File: src/sdram_pkg.sv
package sdram_pkg;

    // Field widths
    localparam int ADDR_W = 8;
    localparam int DATA_W = 16;
    localparam int ACS_W  = ADDR_W + DATA_W;

    // Address field sits above the write data in an access
    localparam int ACS_ADDR_LSB = DATA_W;

    // Default sizes
    localparam int N_PORTS    = 4;
    localparam int N_BURSTS   = 8;
    localparam int READ_DELAY = 2;                     // Beat enqueue to word at source
    localparam int MEM_WORDS  = 256;

    // Word address
    typedef logic [ADDR_W-1:0] addr_t;

    // Data word
    typedef logic [DATA_W-1:0] data_t;

    // One access with the address over the write data
    typedef logic [ACS_W-1:0] dram_access_t;

endpackage

File: src/fifo_sync.sv
module fifo_sync #(
    parameter int WIDTH      = 8,
    parameter int DEPTH_LOG2 = 1
) (
    input  logic             CLK,
    input  logic             RESET_IN,

    input  logic [WIDTH-1:0] write_data,
    input  logic             write_req,
    output logic             write_ack,

    output logic [WIDTH-1:0] read_data,
    output logic             read_req,
    input  logic             read_ack
);

    localparam int DEPTH = 1 << DEPTH_LOG2;

    logic [WIDTH-1:0]      mem [DEPTH];
    logic [DEPTH_LOG2-1:0] wr_ptr;
    logic [DEPTH_LOG2-1:0] rd_ptr;
    logic [DEPTH_LOG2:0]   count;
    logic                  push;
    logic                  pop;

    assign write_ack = (count != (DEPTH_LOG2 + 1)'(DEPTH));   // Not full
    assign read_req  = (count != '0);                        // Not empty
    assign read_data = mem[rd_ptr];

    assign push = write_req && write_ack;
    assign pop  = read_req && read_ack;

    always_ff @(posedge CLK) begin
        if (push) begin
            mem[wr_ptr] <= write_data;
        end
    end

    always_ff @(posedge CLK, posedge RESET_IN) begin
        if (RESET_IN) begin
            wr_ptr <= '0;
            rd_ptr <= '0;
            count  <= '0;
        end else begin
            if (push) begin
                wr_ptr <= wr_ptr + 1'b1;                      // Wraps at power of two
            end
            if (pop) begin
                rd_ptr <= rd_ptr + 1'b1;
            end
            case ({push, pop})
                2'b10:   count <= count + 1'b1;
                2'b01:   count <= count - 1'b1;
                default: count <= count;                     // Idle or push with pop
            endcase
        end
    end

endmodule

File: src/sdram_fifo.sv
module sdram_fifo #(
    parameter int N_PORTS  = sdram_pkg::N_PORTS,
    parameter int N_BURSTS = sdram_pkg::N_BURSTS
) (
    input  logic                                CLK,
    input  logic                                RESET_IN,

    // Client side
    input  logic                  [N_PORTS-1:0] src_write,
    input  sdram_pkg::dram_access_t [N_PORTS-1:0] src_acs,
    output sdram_pkg::data_t      [N_PORTS-1:0] src_data,
    input  logic                  [N_PORTS-1:0] src_req,
    output logic                  [N_PORTS-1:0] src_ack,

    // Store side
    output logic                  [N_PORTS-1:0] dst_write,
    output sdram_pkg::dram_access_t [N_PORTS-1:0] dst_acs,
    input  sdram_pkg::data_t      [N_PORTS-1:0] dst_data,
    output logic                  [N_PORTS-1:0] dst_req,
    input  logic                  [N_PORTS-1:0] dst_ack
);

    localparam int BURST_LEN = N_BURSTS + sdram_pkg::READ_DELAY;
    localparam int CNT_W     = $clog2(BURST_LEN + 1);

    for (genvar i = 0; i < N_PORTS; i++) begin : gen_port

        logic             fifo_req;
        logic             fifo_ack;
        logic [CNT_W-1:0] burst_cnt;

        fifo_sync #(
            .WIDTH      ($bits(sdram_pkg::dram_access_t) + 1),
            .DEPTH_LOG2 (1)
        ) u_queue (
            .CLK        (CLK),
            .RESET_IN   (RESET_IN),
            .write_data ({src_write[i], src_acs[i]}),
            .write_req  (fifo_req),
            .write_ack  (fifo_ack),
            .read_data  ({dst_write[i], dst_acs[i]}),
            .read_req   (dst_req[i]),
            .read_ack   (dst_ack[i])
        );

        // Store word registered to line up with the paced acks
        always_ff @(posedge CLK) begin
            src_data[i] <= dst_data[i];
        end

        // Read burst pacing counts down from BURST_LEN while the queue has space
        always_ff @(posedge CLK, posedge RESET_IN) begin
            if (RESET_IN) begin
                burst_cnt <= '0;
            end else if (!src_write[i] && src_req[i] && fifo_ack) begin
                if (burst_cnt == '0) begin
                    burst_cnt <= CNT_W'(BURST_LEN);         // New burst
                end else begin
                    burst_cnt <= burst_cnt - 1'b1;
                end
            end
        end

        assign fifo_req   = src_req[i] &&
                            (src_write[i] || burst_cnt > sdram_pkg::READ_DELAY);
        assign src_ack[i] = src_req[i] && fifo_ack &&
                            (src_write[i] || (burst_cnt != '0 && burst_cnt <= N_BURSTS));

    end : gen_port

endmodule

File: config.mk
export PLATFORM = sky130hd
export DESIGN_NAME = sdram_fifo
export DESIGN_NICKNAME = d
export VERILOG_FILES = /design/src/sdram_pkg.sv /design/src/fifo_sync.sv /design/src/sdram_fifo.sv
export SDC_FILE = /design/constraint.sdc
export NUM_CORES = 1
export LEC_CHECK = 0
export BUFFER_PORTS_ARGS = -buffer_cell sky130_fd_sc_hd__buf_2
export CAP_MARGIN = 20
export CORE_ASPECT_RATIO = 0.8
export CORE_MARGIN = 2
export CORE_UTILIZATION = 28
export DETAILED_ROUTE_END_ITERATION = 10
export PLACE_DENSITY = 0.5
export SYNTH_ARGS = -nofsm -noshare
export SYNTH_HDL_FRONTEND = slang
export SYNTH_SLANG_ARGS = --single-unit
File: constraint.sdc
create_clock -name CLK -period 2.8 [get_ports CLK]
set_clock_uncertainty 0.05 [all_clocks]
set_input_delay 0.14 -clock CLK [delete_from_list [all_inputs] [get_ports CLK]]
set_output_delay 0.14 -clock CLK [all_outputs]
set_load 0.03 [all_outputs]
==> results.toml, run 1 <==
[yosys]
ys_warn_count = 0
synth_edf_count = 200
synthFlopType = "edfxtp_1"
syn_nets = 759
synth.area.top_cells = "edfxtp_1 (57%), dfxtp_1 (12%), mux2_2 (11%)"
async_flop_share_pct = 10.81
synth_top_area_share_pct = 57.38
synth_area_sq_um = 10470
synth-seq-cells = 296
seq_area_frac_synth_pct = 77.27
synth_area_leader_cell = "edfxtp_1"
avgSynthCellArea_sq_um = 18.27
synth.distinct_cells = 39
syn-instance-count = 573

[die]
ioPinCount = 346
fp.dieW_microns = 220.2
fp.dieH_microns = 176.9
num_rows = 63
dieArea_sq_um = 38950
design.core.area_sq_um = 36970
start_util_pct = 28.31

[route]
drt_pass1_iterations = 6
drtIter0Drc = 285
wl_per_cell_microns = 14.67
drtAntennaViolNets = 0
drc = 0
vias_per_cell = 4.089
vias = 6689
totalWireLength_microns = 24000

[worst_setup_path]
reg2reg_to = "gen_port[2].u_queue.mem[0][13]$_DFFE_PP_"
worstSetupStartpointType = "flip-flop"
crit_buf_inv = 2
max_stage_delay_ns = 0.59
worstPathRequired_ns = 2.61
crit_fanout = 17
cp-end-kind = "output pin"
critPathKind = "reg2out"
path_cells = "buf_4, mux2_2, buf_2"
timing.rr.start = "gen_port[2].burst_cnt[0]$_DFFE_PP0P_"
crit_family = "flip-flops"
slowest_stage = "dfrtp_1"
arrival_ns = 2.05
ff2ff_path_depth = 6
r2r_slack_ns = 0.89

[global_route]
globalRouteTotalUtil_pct = 12.10
grt_util_met3_pct = 4.227
grt_use_met1_pct = 14.73
grt.busiest_layer = "met2"
grt_pass1_vias = 7206
grt_pass1_wl_microns = 36760
grt_start_max_net_pins = 33
grt_use_met2_pct = 19.93
grt.overflow.total = 0
grt_antenna_before_repair = 0

[sta]
hold_viol_final = 0
rsz0062_at_grt = "false"
period_needed_ns = 2.240
fin_crit_sh_pct = 80.00
drv_slew = 0
tns_ns = 0
setup_viol = 0
fmax_ghz = 0.4464
slew_headroom_pct = 46.96
worstMarginPinSlew_ns = 0.7944

[outcome]
status = "finished, final reports clean"

[clock_tree]
cts_sinks = 296
clkSlewWorstSetupHoldPaths_ns = 0.06
clock_path_buffers = 3
cts-htree-levels = 2
clk_latency_ns = 0.52
cts_tree = "yes"
cts_resized = 0
clockRootBuffer = "clkbuf_16"
cts_buffers = 34

[hold_path]
hp-start = "dst_data[60]"
hold_path.class = "in2reg"
min_to = "src_data[60]$_DFF_P_"
hold_depth = 2

[place]
place_area_sq_um = 12820
dp_hpwl_microns = 15430
io_buffers = 345
place.gp.congestion = 0.7463

[finish]
area_growth_pct = 49.83
drive_above_1_share_pct = 47.00
nNetsFinal = 1309
fill_cells = 3359
regArea_sq_um = 8088
final_area_sq_um = 15680
antenna_cells = 0
multi_input_area_sq_um = 2241

[pwr]
ir_drop_mv = 0.5287
p_leak_nw = 6.396
powerDensity_nw_per_um2 = 1022

[job]
maxCapViolCount = 0
## metal layers
layer	vias to the layer above	part of all wire, %
met2	222	48
met4	0	2.4
li1	3235	-
met5	-	0
met1	3186	42
met3	46	8.0
## flip-flops by register name, summed over array words and instances (netlist names)
| name | cells |
|---|---|
| gen_port.u_queue.rd_ptr | 4 |
| gen_port.u_queue.mem | 200 |
| gen_port.u_queue.wr_ptr | 4 |
| gen_port.u_queue.count | 8 |
| gen_port.burst_cnt | 16 |
| src_data | 64 |
## synth_stat cells, drive strengths merged (5+ instances only)
master	n
xor2	8
nor2b	11
dfxtp	64
inv	18
o21ai	5
nor2	24
buf	16
xnor2	12
dfrtp	32
ha	12
a31oi	5
or3	5
edfxtp	200
a21oi	7
nand2b	7
mux2	103
## layout by cell type, fill, tap and decap left out, types with 4 or more instances in the layout
cell,synthesis,routed
nor2_1,24,16
buf_4,4,12
o211a_1,4,4
clkbuf_16,0,36
dfrtp_1,32,32
nor2b_1,11,11
dlygate4sd3_1,0,173
ha_1,12,12
clkbuf_8,0,9
clkbuf_1,0,9
mux2_2,103,103
and2_1,4,4
or2_2,4,4
o21ai_0,5,5
o211ai_4,4,4
or3_4,4,4
dfxtp_1,64,64
inv_1,18,17
nand2b_1,7,7
xor2_1,8,8
edfxtp_1,200,200
buf_2,12,345
a21oi_1,7,7
nor2_2,0,8
xnor2_1,12,12
a31oi_1,5,5
## worst max-delay path by stage
stage / startpoint / to / slack, ns / cells past startpoint
after floorplan: gen_port[1].burst_cnt[0]$_DFFE_PP0P_ / gen_port[1].u_queue.mem[1][0]$_DFFE_PP_ / 0.30 / 5
after global placement: gen_port[2].burst_cnt[0]$_DFFE_PP0P_ / gen_port[2].u_queue.mem[0][16]$_DFFE_PP_ / 0.86 / 6
after global routing: gen_port[2].u_queue.rd_ptr$_DFFE_PP0P_ / dst_acs[61] / 0.42 / 3
final: gen_port[2].u_queue.rd_ptr$_DFFE_PP0P_ / dst_acs[49] / 0.56 / 3
after CTS: gen_port[2].u_queue.rd_ptr$_DFFE_PP0P_ / dst_acs[49] / 0.50 / 3
after detailed placement: gen_port[2].burst_cnt[0]$_DFFE_PP0P_ / gen_port[2].u_queue.mem[0][16]$_DFFE_PP_ / 0.88 / 6
## layout make-up
class | instances | share of cell area, %
repair buffers | 530 | 22.63
flip-flops and latches | 296 | 51.58
clock buffers | 54 | 6.750
well taps | 487 | 3.886
clock inverters | 8 | 0.4388
inverters | 18 | 0.4309
multi-input cells | 243 | 14.29
## cells by family after synthesis
family                   Yosys count  synth area share, %
flip-flops                       296                77.27
multiplexers                     104                11.18
AND/OR/NAND/NOR                   64                3.419
AO/OA/AOI/OAI                     43                3.515
buffers and inverters             34                1.506
XOR/XNOR                          20                1.674
adder cells (fa/ha/maj)           12                1.435
## power by group
part / total [W] / leakage (nW) / internal (W) / switching [W]
combinational: 0.00547 / 3.08 / 0.00207 / 0.00339
clock: 0.00433 / 0.553 / 0.00262 / 0.00171
sequential: 0.00623 / 2.77 / 0.00578 / 0.000451
## repair_timing
item	4_1_cts	5_1_grt
hold buffers	173	0
endpoints found under the hold margin	309	0
setup buffers	0	0
## per-stage QoR
| stage | total power, W | hold slack [ns] | utilization, % | instances | setup WS [ns] |
|---|---|---|---|---|---|
| final | 0.01603 | 0.2012 | 42.42 | 1636 | 0.5600 |
| after global routing | 0.01696 | 0.1761 | 42.42 | 1636 | 0.4152 |
| after floorplan | 0.01018 | 0.1177 | - | 573 | 0.3031 |
| after global placement | 0.01169 | 0.1918 | 34.68 | 1401 | 0.8551 |
| after CTS | 0.01633 | 0.1658 | 42.42 | 1636 | 0.5015 |
| after detailed placement | 0.01170 | 0.1936 | 34.68 | 1401 | 0.8821 |
## worst reg2reg max path: cells and delay by family (launching register included)
family                   cells  cell delay [ns]
buffers and inverters        2             0.43
flip-flops                   1             0.42
AND/OR/NAND/NOR              2             0.33
adder cells (fa/ha/maj)      1             0.19
AO/OA/AOI/OAI                1             0.14
No activity file was read; power rests on OpenSTA's default activity.
==> run 2: changes to the inputs <==
Clock period 2.8 ns to 2.3 ns, I/O delays scaled along.
==> run 2 against run 1 <==
Compared with the run above:
- die area stayed put
- cell count unchanged
- final area stayed put
- combinational power is 26% higher
- global-route usage shrank 0.28 points
- clock power increased by 12%
- sequential power is 21% higher
- first-iteration DRC count is 28% lower
- power is 20% higher
- routed wire length shrank 0.23%
- critical path type unchanged
==> results.toml, run 2 (same netlist as run 1, synthesis figures left out) <==
[pwr]
power.total_w = 0.01926
seqPwrFrac_pct = 39.2
p_clk_share_pct = 25.2
p_comb_share_pct = 35.7
ir_drop_mv = 0.7385
powerDensity_nw_per_um2 = 1228
swShare_pct = 34.94
p_int_w = 0.01253
p_switching_w = 0.006727
p_leak_nw = 6.392

[place]
dp_hpwl_microns = 15830
place.gp.congestion = 0.7465
io_buffers = 345

[route]
drtIter0Drc = 206
drt_pass1_iterations = 4
totalWireLength_microns = 23940
drtAntennaViolNets = 0
wl_per_cell_microns = 14.63
vias = 6695
drc = 0
vias_per_cell = 4.092

[sta]
rsz0062_at_grt = "false"
setup_viol = 0
drv_slew = 0
fmax_ghz = 0.4692
tns_ns = 0
hold_viol_final = 0
period_needed_ns = 2.131
fin_crit_sh_pct = 92.67
worstMarginPinSlew_ns = 0.7037
slew_headroom_pct = 52.80

[worst_setup_path]
path_cells = "buf_12, mux2_2, buf_2"
critPathKind = "reg2out"
slowest_stage = "dfrtp_1"
crit_fanout = 17
worstSetupStartpointType = "flip-flop"
cp-end-kind = "output pin"
worstPathRequired_ns = 2.13
max_stage_delay_ns = 0.64
arrival_ns = 1.97
timing.rr.start = "gen_port[1].burst_cnt[0]$_DFFE_PP0P_"
crit_path_start = "gen_port[3].u_queue.rd_ptr$_DFFE_PP0P_"

[clock_tree]
clkSlewWorstSetupHoldPaths_ns = 0.06
cts_tree = "yes"
cts-htree-levels = 1
cts_sinks = 296
cts_buffers = 31
clock_path_buffers = 3
clk_latency_ns = 0.57
clockRootBuffer = "clkbuf_16"

[job]
maxCapViolCount = 0

[die]
start_util_pct = 28.31
design.core.area_sq_um = 36970
dieArea_sq_um = 38950
fp.dieW_microns = 220.2
fp.dieH_microns = 176.9
ioPinCount = 346
num_rows = 63

[finish]
largest_reg_flops = 200
nNetsFinal = 1310
regMostFlops = "gen_port.u_queue.mem"
antenna_cells = 0
area_growth_pct = 49.83
layout_commonest_cell = "buf_2"
reg_top3 = "gen_port.u_queue.mem (200), src_data (64), gen_port.burst_cnt (16)"
final_cell_mix = "buf_2 (345), edfxtp_1 (200), dlygate4sd3_1 (173)"
fill_cells = 3403
multi_input_area_sq_um = 2241
drive_above_1_share_pct = 47.08
regArea_sq_um = 8088

[global_route]
grt.overflow.total = 0
grt_start_max_net_pins = 27
globalRouteTotalUtil_pct = 11.82
grt_antenna_before_repair = 0
grt_pass1_vias = 7085
grt_pass1_wl_microns = 36290

[hold_path]
hold_path.class = "in2async"

[outcome]
status = "finished, final reports clean"
run 2: cell types whose count changed in the layout (fill, tap and decap cells not counted), moves of 2 or more:
cell,previous run,this run
buf_12,0,7
clkinv_2,3,7
buf_4,12,9
clkbuf_16,36,33
clkbuf_8,9,6
clkbuf_1,9,7
inv_6,1,3
run 2: timing repair:
action	in CTS	in global routing
hold buffers	173	0
setup buffers	0	0
endpoints found under the setup margin	0	0
gates resized for setup	0	0
hold endpoints to repair	306	0
run 2: critical path, delay by kind of cell (launching register included):
kind | cells | cell delay, ns
flops | 1 | 0.64
mux | 1 | 0.35
buf+inv | 2 | 0.41
run 2: layout make-up:
type / instances / share of cell area (%)
flip-flops and latches: 296 / 51.58
repair buffers: 534 / 23.38
multi-input cells: 243 / 14.29
clock buffers: 47 / 5.992
well taps: 487 / 3.886
clock inverters: 11 / 0.4468
inverters: 18 / 0.4309
run 2: worst paths after layout:
check / cells past startpoint / endpoint / slack, ns
max: 3 / dst_acs[85] / 0.17
max in group asynchronous: 4 / gen_port[0].u_queue.count[1]$_DFFE_PP0P_ / 1.47
min in group CLK: 2 / src_data[12]$_DFF_P_ / 0.13
max reg2reg: 6 / gen_port[1].u_queue.mem[0][13]$_DFFE_PP_ / 0.45
min: 3 / gen_port[2].u_queue.rd_ptr$_DFFE_PP0P_ / 0.09
min reg2reg: 1 / gen_port[0].u_queue.rd_ptr$_DFFE_PP0P_ / 0.42
run 2: metrics by stage:
stage / std cells / cell area [sq um] / util [%] / worst slack, ns / hold slack (ns)
floorplan: 573 / 10480 / - / -0.1969 / 0.09272
detailed placement: 1405 / 12940 / 35.00 / 0.4471 / 0.1563
finish: 1636 / 15680 / 42.42 / 0.1685 / 0.09196
global placement: 1405 / 12940 / 35.00 / 0.4801 / 0.1671
CTS: 1636 / 15680 / 42.42 / 0.09199 / 0.07281
global route: 1636 / 15680 / 42.42 / 0.02180 / 0.08725
run 2: power groups by stage:
stage               Combinational, W  Clock, W  Sequential (W)
floorplan                    0.00476         0         0.00764
global placement             0.00675         0         0.00762
detailed placement           0.00675         0         0.00766
CTS                          0.00700   0.00504         0.00755
global route                 0.00742   0.00524         0.00767
finish                       0.00687   0.00484         0.00754
run 2: per-layer routing:
layer / vias up / share of wire, % / global-route usage [%]
li1: 3229 / - / -
met1: 3200 / 42 / 14.53
met2: 227 / 48 / 19.86
met3: 39 / 8.0 / 3.918
met4: 0 / 2.3 / 3.272
met5: - / 0 / 0
